$ cat src/source/dspBusPkg.sv
package dspBusPkg;

  // Bus widths
  localparam int dataBits = 16;
  localparam int coefBits = 24;

  typedef logic [dataBits-1:0] dataWord;
  typedef logic [coefBits-1:0] coefWord;

  // Ordinary banks, the mirror bank comes on top
  localparam int bankCount = 8;

  localparam int regAddrBits = 3;
  typedef logic [regAddrBits-1:0] regAddr;

  // Register index map, 6 and 7 are unused
  localparam regAddr addrSysr    = 3'd0;
  localparam regAddr addrCkr     = 3'd1;
  localparam regAddr addrDctl    = 3'd2;
  localparam regAddr addrDovl    = 3'd3;
  localparam regAddr addrWscr    = 3'd4;
  localparam regAddr addrWscrExt = 3'd5;

  localparam dataWord sysrReset    = 16'h0010;
  localparam dataWord ckrReset     = 16'h0006;
  localparam dataWord dctlReset    = 16'h0000;
  localparam dataWord dovlReset    = 16'h0000;
  localparam dataWord wscrReset    = 16'h7fff;
  localparam dataWord wscrExtReset = 16'h00ff;

  // Implemented bits, upper bits read as zero
  localparam int dctlBits    = 15;
  localparam int dovlBits    = 12;
  localparam int wscrBits    = 15;
  localparam int wscrExtBits = 8;

  typedef struct packed {
    logic wscrExt;
    logic wscr;
    logic dovl;
    logic dctl;
    logic ckr;
    logic sysr;
  } regSel;

endpackage

$ cat src/source/busIf.sv
`timescale 1ns/100ps

// Register select and strobes from the MMIO decoder
interface regSelIf;
  dspBusPkg::regSel sel;
  logic rdEn;
  logic wrEn;
  dspBusPkg::dataWord wrData;

  modport decoder (output sel, output rdEn, output wrEn, output wrData);
  modport regs (input sel, input rdEn, input wrEn, input wrData);
endinterface

// DMA and serial-port words that take over the write buses
interface stealIf;
  logic idmaOe;
  dspBusPkg::dataWord idmaData;
  logic spt0Oe;
  dspBusPkg::dataWord rx0;
  logic spt1Oe;
  dspBusPkg::dataWord rx1;
  logic bdmaOe;
  dspBusPkg::coefWord bdmaBuf;

  modport source (
    output idmaOe, output idmaData,
    output spt0Oe, output rx0,
    output spt1Oe, output rx1,
    output bdmaOe, output bdmaBuf
  );
  modport merge (
    input idmaOe, input idmaData,
    input spt0Oe, input rx0,
    input spt1Oe, input rx1,
    input bdmaOe, input bdmaBuf
  );
endinterface

$ cat src/source/mmioDecode.sv
`timescale 1ns/100ps

module mmioDecode (
  input  logic              DSPCLK,
  input  logic              rst,
  input  dspBusPkg::regAddr mmioAddr,
  input  logic              mmioRd,
  input  logic              mmioWr,
  regSelIf.decoder          sel
);

  dspBusPkg::regSel decoded;
  logic hit;

  always_comb begin
    decoded = '0;
    case (mmioAddr)
      dspBusPkg::addrSysr:    decoded.sysr = 1'b1;
      dspBusPkg::addrCkr:     decoded.ckr = 1'b1;
      dspBusPkg::addrDctl:    decoded.dctl = 1'b1;
      dspBusPkg::addrDovl:    decoded.dovl = 1'b1;
      dspBusPkg::addrWscr:    decoded.wscr = 1'b1;
      dspBusPkg::addrWscrExt: decoded.wscrExt = 1'b1;
      default:                decoded = '0;
    endcase
  end

  // Unused index leaves the select empty
  assign hit = |decoded;

  assign sel.sel = decoded;
  assign sel.rdEn = mmioRd & hit;
  assign sel.wrEn = mmioWr & hit;

endmodule

$ cat src/source/sysRegs.sv
`timescale 1ns/100ps

module sysRegs (
  input  logic               DSPCLK,
  input  logic               rst,
  regSelIf.regs              sel,
  input  dspBusPkg::dataWord periphRd,
  output dspBusPkg::dataWord regRd
);

  dspBusPkg::dataWord sysr;
  dspBusPkg::dataWord ckr;
  logic [dspBusPkg::dctlBits-1:0] dctl;
  logic [dspBusPkg::dovlBits-1:0] dovl;
  logic [dspBusPkg::wscrBits-1:0] wscr;
  logic [dspBusPkg::wscrExtBits-1:0] wscrExt;
  dspBusPkg::dataWord regWord;

  always_ff @(posedge DSPCLK) begin
    if (rst) begin
      sysr    <= dspBusPkg::sysrReset;
      ckr     <= dspBusPkg::ckrReset;
      dctl    <= dspBusPkg::dctlReset[dspBusPkg::dctlBits-1:0];
      dovl    <= dspBusPkg::dovlReset[dspBusPkg::dovlBits-1:0];
      wscr    <= dspBusPkg::wscrReset[dspBusPkg::wscrBits-1:0];
      wscrExt <= dspBusPkg::wscrExtReset[dspBusPkg::wscrExtBits-1:0];
    end else if (sel.wrEn) begin
      if (sel.sel.sysr) begin
        sysr <= sel.wrData;
      end
      if (sel.sel.ckr) begin
        ckr <= sel.wrData;
      end
      // Only the implemented low bits are stored
      if (sel.sel.dctl) begin
        dctl <= sel.wrData[dspBusPkg::dctlBits-1:0];
      end
      if (sel.sel.dovl) begin
        dovl <= sel.wrData[dspBusPkg::dovlBits-1:0];
      end
      if (sel.sel.wscr) begin
        wscr <= sel.wrData[dspBusPkg::wscrBits-1:0];
      end
      if (sel.sel.wscrExt) begin
        wscrExt <= sel.wrData[dspBusPkg::wscrExtBits-1:0];
      end
    end
  end

  always_comb begin
    regWord = '0;
    if (sel.sel.sysr) begin
      regWord = regWord | sysr;
    end
    if (sel.sel.ckr) begin
      regWord = regWord | ckr;
    end
    if (sel.sel.dctl) begin
      regWord = regWord | dspBusPkg::dataWord'(dctl);
    end
    if (sel.sel.dovl) begin
      regWord = regWord | dspBusPkg::dataWord'(dovl);
    end
    if (sel.sel.wscr) begin
      regWord = regWord | dspBusPkg::dataWord'(wscr);
    end
    if (sel.sel.wscrExt) begin
      regWord = regWord | dspBusPkg::dataWord'(wscrExt);
    end
  end

  // Peripheral words arrive already gated by their units
  assign regRd = sel.rdEn ? (regWord | periphRd) : '0;

endmodule

$ cat src/source/dmdMerge.sv
`timescale 1ns/100ps

module dmdMerge (
  input  logic               DSPCLK,
  input  logic               rst,
  stealIf.merge              steal,
  regSelIf.decoder           sel,
  input  dspBusPkg::dataWord unitDmd,
  input  dspBusPkg::dataWord euPmd,
  input  dspBusPkg::dataWord regRd,
  input  logic               sreq,
  input  logic               goCx,
  input  logic               pwrite,
  input  logic               redoSti,
  output dspBusPkg::dataWord dmWdBase,
  output dspBusPkg::dataWord dmWd,
  output dspBusPkg::dataWord pmWd
);

  localparam int w = dspBusPkg::dataBits;

  dspBusPkg::dataWord innerWd;
  dspBusPkg::dataWord retryWord;
  dspBusPkg::dataWord redoWord;
  dspBusPkg::dataWord pmWdBase;
  dspBusPkg::dataWord stealWord;
  logic stealOe;

  // Idle units drive zero, so a plain OR merges them
  assign innerWd = unitDmd | regRd;
  assign sel.wrData = innerWd;

  // Interrupted store, replayed later
  always_ff @(posedge DSPCLK) begin
    if (rst) begin
      retryWord <= '0;
    end else if (sreq && goCx) begin
      retryWord <= pwrite ? euPmd : innerWd;
    end
  end

  assign redoWord = redoSti ? retryWord : '0;

  assign dmWdBase = innerWd | redoWord;
  assign pmWdBase = euPmd | redoWord;

  // DM steal words are ORed, bdma gives its low half
  assign stealOe = steal.idmaOe | steal.spt0Oe | steal.spt1Oe | steal.bdmaOe;

  assign stealWord = ({w{steal.idmaOe}} & steal.idmaData)
                   | ({w{steal.spt0Oe}} & steal.rx0)
                   | ({w{steal.spt1Oe}} & steal.rx1)
                   | ({w{steal.bdmaOe}} & steal.bdmaBuf[w-1:0]);

  assign dmWd = stealOe ? stealWord : dmWdBase;

  // PM side is a priority pick
  always_comb begin
    if (steal.idmaOe) begin
      pmWd = steal.idmaData;
    end else if (steal.bdmaOe) begin
      pmWd = steal.bdmaBuf[dspBusPkg::coefBits-1 -: w];
    end else begin
      pmWd = pmWdBase;
    end
  end

endmodule

$ cat src/source/bankReadMux.sv
`timescale 1ns/100ps

module bankReadMux #(
  parameter type payloadT = dspBusPkg::dataWord
) (
  input  payloadT                       banks [dspBusPkg::bankCount],
  input  payloadT                       mirror,
  input  logic [dspBusPkg::bankCount-1:0] oe,
  input  logic                          mirrorOe,
  input  logic                          useMirror,
  output payloadT                       rd,
  output logic                          anyOe
);

  logic [dspBusPkg::bankCount:0] allOe;
  payloadT defaultWord;

  assign allOe = {mirrorOe, oe};
  assign anyOe = |allOe;

  assign defaultWord = useMirror ? mirror : banks[0];

  // Anything but a single select falls back to the default
  always_comb begin
    rd = defaultWord;
    if ($onehot(allOe)) begin
      if (mirrorOe) begin
        rd = mirror;
      end
      for (int i = 0; i < dspBusPkg::bankCount; i++) begin
        if (oe[i]) begin
          rd = banks[i];
        end
      end
    end
  end

endmodule

$ cat src/source/dspDataBus.sv
`timescale 1ns/100ps

module dspDataBus (
  input  logic                           DSPCLK,
  input  logic                           rst,
  input  dspBusPkg::regAddr              mmioAddr,
  input  logic                           mmioRd,
  input  logic                           mmioWr,
  input  dspBusPkg::dataWord             periphRd,
  input  dspBusPkg::dataWord             unitDmd,
  input  dspBusPkg::dataWord             euPmd,
  input  logic                           sreq,
  input  logic                           goCx,
  input  logic                           pwrite,
  input  logic                           redoSti,
  input  logic                           idmaOe,
  input  dspBusPkg::dataWord             idmaData,
  input  logic                           spt0Oe,
  input  dspBusPkg::dataWord             rx0,
  input  logic                           spt1Oe,
  input  dspBusPkg::dataWord             rx1,
  input  logic                           bdmaOe,
  input  dspBusPkg::coefWord             bdmaBuf,
  input  logic                           emcDmdOe,
  input  dspBusPkg::dataWord             emcDmd,
  input  logic                           emcPmdOe,
  input  dspBusPkg::dataWord             emcPmd,
  input  dspBusPkg::dataWord             dmBanks [dspBusPkg::bankCount],
  input  dspBusPkg::dataWord             dmMirror,
  input  logic [dspBusPkg::bankCount-1:0] dmOe,
  input  logic                           dmMirrorOe,
  input  dspBusPkg::dataWord             pmBanks [dspBusPkg::bankCount],
  input  logic [dspBusPkg::bankCount-1:0] pmOe,
  input  dspBusPkg::coefWord             cmBanks [dspBusPkg::bankCount],
  input  dspBusPkg::coefWord             cmMirror,
  input  logic [dspBusPkg::bankCount-1:0] cmOe,
  input  logic                           cmMirrorOe,
  output dspBusPkg::dataWord             dmWd,
  output dspBusPkg::dataWord             pmWd,
  output dspBusPkg::dataWord             dmdIn,
  output dspBusPkg::dataWord             pmdIn,
  output dspBusPkg::coefWord             cmRd
);

  regSelIf regBus ();
  stealIf stealBus ();

  dspBusPkg::dataWord regRd;
  dspBusPkg::dataWord dmWdBase;
  dspBusPkg::dataWord dmRd;
  dspBusPkg::dataWord pmRd;
  logic dmAnyOe;
  logic pmAnyOe;

  assign stealBus.idmaOe = idmaOe;
  assign stealBus.idmaData = idmaData;
  assign stealBus.spt0Oe = spt0Oe;
  assign stealBus.rx0 = rx0;
  assign stealBus.spt1Oe = spt1Oe;
  assign stealBus.rx1 = rx1;
  assign stealBus.bdmaOe = bdmaOe;
  assign stealBus.bdmaBuf = bdmaBuf;

  mmioDecode uDecode (
    .DSPCLK   (DSPCLK),
    .rst      (rst),
    .mmioAddr (mmioAddr),
    .mmioRd   (mmioRd),
    .mmioWr   (mmioWr),
    .sel      (regBus)
  );

  sysRegs uRegs (
    .DSPCLK   (DSPCLK),
    .rst      (rst),
    .sel      (regBus),
    .periphRd (periphRd),
    .regRd    (regRd)
  );

  dmdMerge uMerge (
    .DSPCLK   (DSPCLK),
    .rst      (rst),
    .steal    (stealBus),
    .sel      (regBus),
    .unitDmd  (unitDmd),
    .euPmd    (euPmd),
    .regRd    (regRd),
    .sreq     (sreq),
    .goCx     (goCx),
    .pwrite   (pwrite),
    .redoSti  (redoSti),
    .dmWdBase (dmWdBase),
    .dmWd     (dmWd),
    .pmWd     (pmWd)
  );

  bankReadMux #(.payloadT(dspBusPkg::dataWord)) uDmMux (
    .banks     (dmBanks),
    .mirror    (dmMirror),
    .oe        (dmOe),
    .mirrorOe  (dmMirrorOe),
    .useMirror (1'b1),
    .rd        (dmRd),
    .anyOe     (dmAnyOe)
  );

  // PM has no mirror bank
  bankReadMux #(.payloadT(dspBusPkg::dataWord)) uPmMux (
    .banks     (pmBanks),
    .mirror    ('0),
    .oe        (pmOe),
    .mirrorOe  (1'b0),
    .useMirror (1'b0),
    .rd        (pmRd),
    .anyOe     (pmAnyOe)
  );

  bankReadMux #(.payloadT(dspBusPkg::coefWord)) uCmMux (
    .banks     (cmBanks),
    .mirror    (cmMirror),
    .oe        (cmOe),
    .mirrorOe  (cmMirrorOe),
    .useMirror (1'b1),
    .rd        (cmRd),
    .anyOe     ()
  );

  // Bank data first, then external memory, then the bus loops back
  assign dmdIn = dmAnyOe ? dmRd : (emcDmdOe ? emcDmd : dmWdBase);
  assign pmdIn = pmAnyOe ? pmRd : (emcPmdOe ? emcPmd : euPmd);

endmodule

$ cat config.mk
export PLATFORM = sky130hd
export DESIGN_NAME = dspDataBus
export DESIGN_NICKNAME = d
export VERILOG_FILES = /design/src/source/dspBusPkg.sv /design/src/source/busIf.sv /design/src/source/mmioDecode.sv /design/src/source/sysRegs.sv /design/src/source/dmdMerge.sv /design/src/source/bankReadMux.sv /design/src/source/dspDataBus.sv
export SDC_FILE = /design/constraint.sdc
export NUM_CORES = 1
export LEC_CHECK = 0
export ABC_AREA = 1
export BUFFER_PORTS_ARGS = -buffer_cell sky130_fd_sc_hd__buf_2
export CAP_MARGIN = 20
export CORE_AREA = 2 2 303 305
export DETAILED_ROUTE_END_ITERATION = 7
export DIE_AREA = 0 0 305 307
export SKIP_LAST_GASP = 1
export SLEW_MARGIN = 20
export SYNTH_ARGS = -nofsm -noshare
export SYNTH_HDL_FRONTEND = slang
export SYNTH_SLANG_ARGS = --single-unit
$ cat constraint.sdc
create_clock -name DSPCLK -period 7 [get_ports DSPCLK]
set_clock_uncertainty 0.05 [all_clocks]
set_input_delay 1.4 -clock DSPCLK [delete_from_list [all_inputs] [get_ports DSPCLK]]
set_output_delay 1.4 -clock DSPCLK [all_outputs]
set_load 0.02 [all_outputs]
======== After elaboration in Yosys (flattened, before gate mapping) ========
Cells that the tools add are included.
storage, ports and cells
  bits of input ports ..................... 683
  bits in writable memories ............... 0
  bits in latches ......................... 0
  memories kept ........................... 0
  output and inout bits ................... 88
  word-level logic and storage cells ...... 118
  bits in read-only memories .............. 0
  register bits ........................... 98
cells by class
  multiplexer cells ....................... 48
  add/subtract/negate cells ............... 23
  multiply operators ...................... 0
  equality and inequality tests ........... 8
  shifts and indexed selects .............. 0
  bitwise gates (word level) .............. 21
  reduce and logical (&&, ||, !) cells .... 11
  divide/modulo/power cells ............... 0
  order comparisons ....................... 0
operators by type and width
  operator              count
  $mux W16              33
  $mux W24              9
  $or A16 B16 Y16       8
  $and A16 B16 Y16      4
  $add A4 B4 Y4         9
  $or A16 B15 Y16       2
  $add A1 B1 Y2         12
  $or A16 B12 Y16       1
  $or A16 B8 Y16        1
  $eq A4 B1 Y1 const B  3
  $reduce_and A2 Y1     6
  $reduce_or A9 Y1      1
  $add A4 B1 Y4         2
  $reduce_or A8 Y1      1
  $eq A3 B2 Y1 const B  2
  $eq A3 B3 Y1 const B  2
  $mux W1               6
  $reduce_or A6 Y1      1
  $eq A3 B1 Y1 const B  1
  $logic_not A3 Y1      1
  $or A1 B1 Y1          3
  $and A1 B1 Y1         2
  $logic_and A1 B1 Y1   1

======== Logic depth before layout (Yosys ltp) ========
Gate-level depths: netlist of the first run.
  word-level depth ........................ 19
  depth in mapped cells ................... 16
  gate-level depth less buffers ........... 13

======== Worst setup path after synthesis of the first run ========
OpenSTA, ideal clock, no wires.
  path type ............................... input-to-output
  start ................................... input dmOe[6] (netlist bit)
  end ..................................... output dmdIn[10]
  stages .................................. 16
  path slack .............................. 390 ps
  arrival time ............................ 5160 ps
  data required time ...................... 5550 ps
  path buffers ............................ 3
  cells stage by stage .................... clkbuf_1 -> clkinv_1 -> clkbuf_1 -> ha_1 -> inv_1 -> fa_1 -> inv_1 -> fa_1 -> ha_1 -> fa_1 -> nor4_4 -> inv_1 -> clkbuf_1 -> nor2_1 -> nand2_1 -> a21oi_1
on the way
  word-level cells in the longest chain between the ends .. 7
  elaborated cells between the ends (all ways) .. 10
  classes of those cells .................. add/sub (4); eq/ne (1); mux (4); reduce/logical (1)
ends and longest elaborated chain
  item                                              RTL line           RTL
  start, declared                                   dspDataBus.sv:30   input logic [dspBusPkg::bankCount-1:0] dmOe,
  $add A1 B1 Y2 (not written as such)               bankReadMux.sv:26  if ($onehot(allOe)) begin
  $add A4 B4 Y4 (not written as such) (2 in a row)  bankReadMux.sv:26
  $add A4 B1 Y4 (not written as such)               bankReadMux.sv:26
  $eq A4 B1 Y1                                      bankReadMux.sv:26
  $mux W16                                          bankReadMux.sv:26
  $mux W16 *                                        dspDataBus.sv:130  assign dmdIn = dmAnyOe ? dmRd : (emcDmdOe ? emcDmd : dmWdBase);
  end, declared                                     dspDataBus.sv:40   output dspBusPkg::dataWord dmdIn,
Every way passes the cells marked *; elsewhere a longest branch is shown, timed or not.

======== Final worst setup path of the first run ========
  start ................................... input dmOe[4] (netlist bit)
  end ..................................... output dmdIn[7]
The elaborated chain is that of the path after synthesis.

==> qor.csv, run 1 <==
stage;metric;value;unit
routing;ant_nets;0;
clock_network;h-tree-depth;3;
timing;fmax;151;MHz
worst_setup_path;cp.arrival;5.18;ns
floorplan;die_y;307;um
placed_design;dp_hpwl;74000;um
global_routing;track_usage;17.6;%
timing;rsz0062_at_grt;no;
worst_setup_path;r2r_cells;8;
timing;tns;0;ns
timing;fin_crit_sh;94.7;%
global_routing;grt_pass1_wl;120000;um
routing;drcViolationCount;0;
routing;wl;87400;um
global_routing;grt_max_degree;54;
timing;slew_violations;0;
routing;dr.pass1.iters;6;
worst_setup_path;required;5.55;ns
run;drv_cap;0;
routing;routedWlPerCell;20.5;um
placed_design;port_buffers;770;
synthesis;synthMuxAreaShare;0;%
worst_setup_path;crit_path_end_kind;primary output;
synthesis;syn_area_per_cell;5.22;sq um
finish;multi_input_area;8590;sq um
placed_design;place_inst;4225;
worst_setup_path;start_kind;input pin;
synthesis;synth_cell_types;37;
power;p_sw;1200;uW
clock_network;cts_sinks;98;
finish;stdcell_count;4260;
synthesis;yosys.area_share.xor_xnor;0;%
synthesis;synthSimpleGateAreaFrac;37.1;%
global_routing;overflow;0;
finish;area_growth_syn_to_layout;42.9;%
floorplan;num_rows;111;
clock_network;clock_latency;0.34;ns
floorplan;coreArea;90700;sq um
timing;finalSetupViolCount;0;
synthesis;synth_nets;3107;
synthesis;ys_ff_latch;98;
finish;fin_nets;3771;
worst_hold_path;whs_endpoint;uRegs.wscrExt[4];
floorplan;die_area;93600;sq um
timing;finalHoldViolCount;0;
global_routing;first_global_vias;17239;
floorplan;initial_core_util;13.7;%
power;pwr-share-clk;20.0;%
clock_network;cts_post_setup_buffers_inserted;0;
clock_network;cts_buffers;9;
synthesis;synth_top_family_by_area;simple AND/OR/NAND/NOR gates;
power;power_switching_share;46.7;%
routing;num_vias;18306;
finish;fill_cells;10715;
clock_network;cts_resized;0;
routing;drtIter0Drc;1562;
timing;fin_crit;6.63;ns
clock_network;root_buffer;clkbuf_16;
floorplan;fp.dieW;305;um
power;pwr-share-comb;57.2;%
worst_hold_path;hold_start;uRegs.wscrExt[4];
floorplan;pin_count;771;
worst_hold_path;hold_path_class;flop to flop;
synthesis;synth-compound-area-share;27.2;%
synthesis;netlist_area;12400;sq um
worst_setup_path;r2r-start;uRegs.sysr[6];
clock_network;path_clk_slew;0.07;ns
worst_setup_path;reg2reg_to;uMerge.retryWord[6];
power;cellLeakagePower;0.00954;uW
worst_hold_path;worstHoldPathCells;2;
synthesis;ys_seq_area_share;15.8;%
power;p_int;1370;uW
power;peakVddDrop;0.115;mV
finish;final-seq-area;1960;sq um
clock_network;hold_buffers;0;
synthesis;synth-adder-area-share;4.66;%
power;pwr-share-seq;22.8;%
timing;tightestPinTransition;1.07;ns
clock_network;clockBufferDepth;2;
worst_setup_path;critical_path.max_fanout;18;
placed_design;gp_congestion;0.977;
finish;layout-drive-gt1-share;28.7;%
power;powerDensity;145;nW/um^2
worst_setup_path;criticalPathCategory;input pin to primary output;
timing;slew_headroom;28.6;%
worst_setup_path;r2r_slack;5.66;ns
global_routing;antenna_found_initial;24;
status;status;complete, no violations;
clock_network;cts_tree;done;
synthesis;synthCells;2386;
synthesis;synth_warnings;0;
routing;routed_via_density;4.30;
## power groups by stage
stage	logic [uW]	registers (uW)	clock network, uW
finish	1470	588	515
global route	1610	590	536
CTS	1480	588	516
detailed placement	1470	601	0
global placement	1470	600	0
floorplan	816	599	0
## flip-flops by register name, summed over array words and instances (netlist names)
name and flops:
uRegs.wscr 15, uRegs.sysr 16, uRegs.dctl 15, uRegs.wscrExt 8, uRegs.dovl 12, uRegs.ckr 16
uMerge.retryWord 16
## through the flow
stage          util (%)  hold WS [ns]  worst slack (ns)  power [uW]  instance area, sq um
3_5_place_dp       19.2         0.402             0.382        2070                 17400
3_3_place_gp       19.2         0.400             0.452        2070                 17400
5_1_grt            19.6         0.432             0.102        2740                 17800
4_1_cts            19.6         0.415             0.373        2580                 17700
6_report           19.6         0.414             0.370        2580                 17800
2_1_floorplan         -         0.390             0.390        1410                 12400
## kinds of logic (layout without fill, tap and decap cells)
group	Yosys count	in the layout
compound gates	628	628
fa+ha+maj	38	38
buf+inv	487	1156
flops	98	98
other cells	0	19
simple gates	1135	1135
## worst max-delay path, stage by stage
cell and delay [ns]:
buf_2 0.34, clkinv_1 0.16, ha_1 0.30, inv_1 0.05, fa_1 0.50, inv_1 0.06
fa_1 0.37, ha_1 0.23, fa_1 0.46, nor4_4 0.28, inv_1 0.35, nor2_1 0.21
nand2_1 0.07, a21oi_1 0.19, buf_2 0.20
## layer usage
layer	vias up	GRT usage (%)	wire length, um
met5	-	0	81
met4	12	8.05	4170
met3	133	3.72	7320
met2	897	30.6	41800
met1	8332	20.5	34000
li1	8932	-	-
## cells in the final DEF, fill, tap and decap left out, drive strengths merged, types with 15 or more instances in the layout
cell,count
nand2,773
nor2,209
or2,16
o211ai,40
a21oi,340
a221oi,15
o21ai,198
o21bai,16
dfxtp,98
buf,808
a211oi,16
inv,325
ha,24
diode,19
nand3,125
## cells in the mapped netlist (all sizes together)
library cell | number | area [sq um]
dfxtp | 98 | 1960
nand3b | 2 | 15.0
nand3 | 125 | 636
nand2 | 773 | 2950
and3 | 1 | 6.26
o21ai | 198 | 995
nor3 | 5 | 50.1
o21bai | 16 | 120
a211oi | 16 | 120
ha | 24 | 300
o22ai | 1 | 6.26
nand4 | 2 | 12.5
buf | 45 | 243
inv | 323 | 1210
or2 | 16 | 100
clkinv | 9 | 33.8
o211ai | 40 | 300
a21oi | 340 | 1700
a21boi | 1 | 7.51
a221oi | 15 | 131
a31o | 1 | 8.76
nor4 | 2 | 33.8
nor2 | 209 | 812
fa | 14 | 280
clkbuf | 110 | 413
## layout make-up
| type | count | area share (%) |
|---|---|---|
| flip-flops and latches | 98 | 11.0 |
| multi-input cells | 1801 | 48.3 |
| inverters | 332 | 7.00 |
| well taps | 1186 | 8.34 |
| clock buffers | 11 | 1.36 |
| diodes | 19 | 0.267 |
| clock inverters | 5 | 0.338 |
| repair buffers | 808 | 23.4 |
## how the worst max path moves through the flow
stage,from,to,slack [ns],cells past startpoint
2_1_floorplan,dmOe[6],dmdIn[10],0.39,16
3_3_place_gp,dmOe[4],dmdIn[8],0.45,15
3_5_place_dp,dmOe[4],dmdIn[7],0.38,15
4_1_cts,dmOe[4],dmdIn[7],0.37,15
5_1_grt,dmOe[4],dmdIn[7],0.10,15
6_report,dmOe[4],dmdIn[7],0.37,15
Power figures use the tool's default switching activity.
==> run 2: changes to the inputs <==
--- a/config.mk
+++ b/config.mk
@@ -8,9 +8,9 @@
 export ABC_AREA = 1
 export BUFFER_PORTS_ARGS = -buffer_cell sky130_fd_sc_hd__buf_2
 export CAP_MARGIN = 20
-export CORE_AREA = 2 2 303 305
+export CORE_AREA = 2 2 304 306
 export DETAILED_ROUTE_END_ITERATION = 7
-export DIE_AREA = 0 0 305 307
+export DIE_AREA = 0 0 306 308
 export SKIP_LAST_GASP = 1
 export SLEW_MARGIN = 20
 export SYNTH_ARGS = -nofsm -noshare
==> run 2 against run 1 <==
  * Final area increased by 0.14%
  * First-iteration DRC count up 10%
  * Sequential share of layout area hardly changed
  * Global-route usage grew 0.31 points
  * Worst hold slack lost 0.00093 ns
  * Flip-flop and latch count is the same
  * Via count increased by 0.36%
  * Clock-buffer cell count down 2
  * Die area increased by 0.65%
==> qor.csv, run 2 (synthesized netlist as in run 1, its figures left out) <==
stage;metric;value;unit
status;status;complete, no violations;
routing;drcViolationCount;0;
routing;num_vias;18372;
worst_setup_path;crit_path_end_kind;primary output;
worst_setup_path;start_kind;input pin;
floorplan;die_area;94200;sq um
worst_hold_path;hold_path_class;flop to flop;
worst_setup_path;crit_slowest_cell;fa_1;
clock_network;root_buffer;clkbuf_16;
routing;drtIter0Drc;1725;
routing;routed_via_density;4.32;
worst_setup_path;criticalPathCategory;input pin to primary output;
global_routing;grt_pass1_wl;122000;um
clock_network;hold_buffers;0;
worst_setup_path;cp.arrival;5.09;ns
global_routing;grt_max_degree;59;
floorplan;fp.dieW;306;um
power;cellLeakagePower;0.00956;uW
global_routing;overflow;0;
routing;routedWlPerCell;20.9;um
finish;reg_top3;uMerge.retryWord: 16 flops, uRegs.ckr: 16 flops, uRegs.sysr: 16 flops;
floorplan;coreArea;91000;sq um
global_routing;track_usage;17.9;%
routing;top_layer_used;met5;
finish;layout-drive-gt1-share;28.8;%
timing;fin_crit_sh;93.4;%
floorplan;initial_core_util;13.7;%
routing;wl_met2;42800;um
power;peakVddDrop;0.108;mV
clock_network;cts_tree;done;
finish;fill_cells;10743;
routing;wl_met3;8030;um
worst_setup_path;crit_chain;buf_2, clkinv_1, ha_1, inv_1, fa_1, inv_1, fa_1, ha_1, fa_1, nor4_4, inv_1, nor2_1, nand2_1, a21oi_1, buf_2;
clock_network;clockBufferDepth;2;
worst_setup_path;critPathBufInv;6;
timing;slew_violations;0;
timing;slew_headroom;32.8;%
clock_network;cts_sinks;98;
timing;tightestPinTransition;1.01;ns
clock_network;clock_latency;0.35;ns
routing;wl;89100;um
clock_network;cts_buffers;9;
worst_setup_path;path_delay_family;adder cells;
timing;rsz0062_at_grt;no;
clock_network;cts_post_setup_buffers_inserted;0;
finish;fin_nets;3774;
routing;met1_length;34400;um
finish;area_growth_syn_to_layout;43.1;%
finish;final_common_cell;buf_2;
routing;ant_nets;0;
timing;fin_crit;6.54;ns
floorplan;pin_count;771;
timing;whs;0.413;ns
worst_setup_path;slowest_delay;0.49;ns
clock_network;h-tree-depth;3;
placed_design;port_buffers;770;
worst_setup_path;critical_path.max_fanout;18;
run;drv_cap;0;
placed_design;dpl_cell_area;17400;sq um
floorplan;die_y;308;um
clock_network;path_clk_slew;0.07;ns
global_routing;antenna_found_initial;21;
worst_setup_path;required;5.55;ns
floorplan;num_rows;111;
finish;final_cell_mix;buf_2, nand2_1, a21oi_1;
timing;tns;0;ns
power;powerDensity;147;nW/um^2
timing;fmax;153;MHz
timing;finalHoldViolCount;0;
placed_design;dp_hpwl;75700;um
finish;final_cell_area;17800;sq um
routing;dr.pass1.iters;6;
global_routing;first_global_vias;17398;
timing;finalSetupViolCount;0;
clock_network;cts_resized;0;
placed_design;gp_congestion;0.997;
==> run 2: final timing paths <==
kind         slack [ns]             start                to  cells past startpoint
max                0.46           dmOe[4]         dmdIn[14]                     15
min                0.41  uRegs.wscrExt[4]  uRegs.wscrExt[4]                      2
max reg2reg        5.64     uRegs.wscr[6]     uRegs.wscr[6]                      8
min reg2reg        0.41  uRegs.wscrExt[4]  uRegs.wscrExt[4]                      2
==> run 2: per-layer routing <==
metal	track usage, %	vias to the layer above
met5	0	-
met4	7.06	12
met3	3.85	131
met2	31.4	903
met1	21.1	8399
li1	-	8927
==> run 2: area by class of cell <==
class	instances	area [sq um]	share of cell area, %
multi-input cells	1801	8590	48.2
repair buffers	811	4180	23.5
flip-flops and latches	98	1960	11.0
well taps	1186	1480	8.33
inverters	332	1250	6.99
clock buffers	9	225	1.26
clock inverters	7	100	0.562
diodes	11	27.5	0.155
==> run 2: tightest hold or removal path, cell delays in order (launching register included) <==
cell and delay, ns:
dfxtp_1 0.30, inv_1 0.06, o21ai_1 0.06
==> run 2: per-stage QoR <==
| stage | std cells | utilization (%) | power (uW) | setup slack [ns] |
|---|---|---|---|---|
| 3_3_place_gp | 4227 | 19.2 | 2080 | 0.466 |
| 5_1_grt | 4245 | 19.6 | 2790 | 0.210 |
| 6_report | 4255 | 19.6 | 2630 | 0.459 |
| 3_5_place_dp | 4227 | 19.2 | 2080 | 0.506 |
| 2_1_floorplan | 2386 | - | 1410 | 0.390 |
| 4_1_cts | 4243 | 19.5 | 2630 | 0.496 |
==> run 2: power by group <==
group | switching (uW) | leakage [uW] | internal [uW] | total [uW]
Sequential | 8.34 | 0.000799 | 579 | 588
Clock | 238 | 0.000161 | 318 | 556
Combinational | 977 | 0.00861 | 504 | 1480
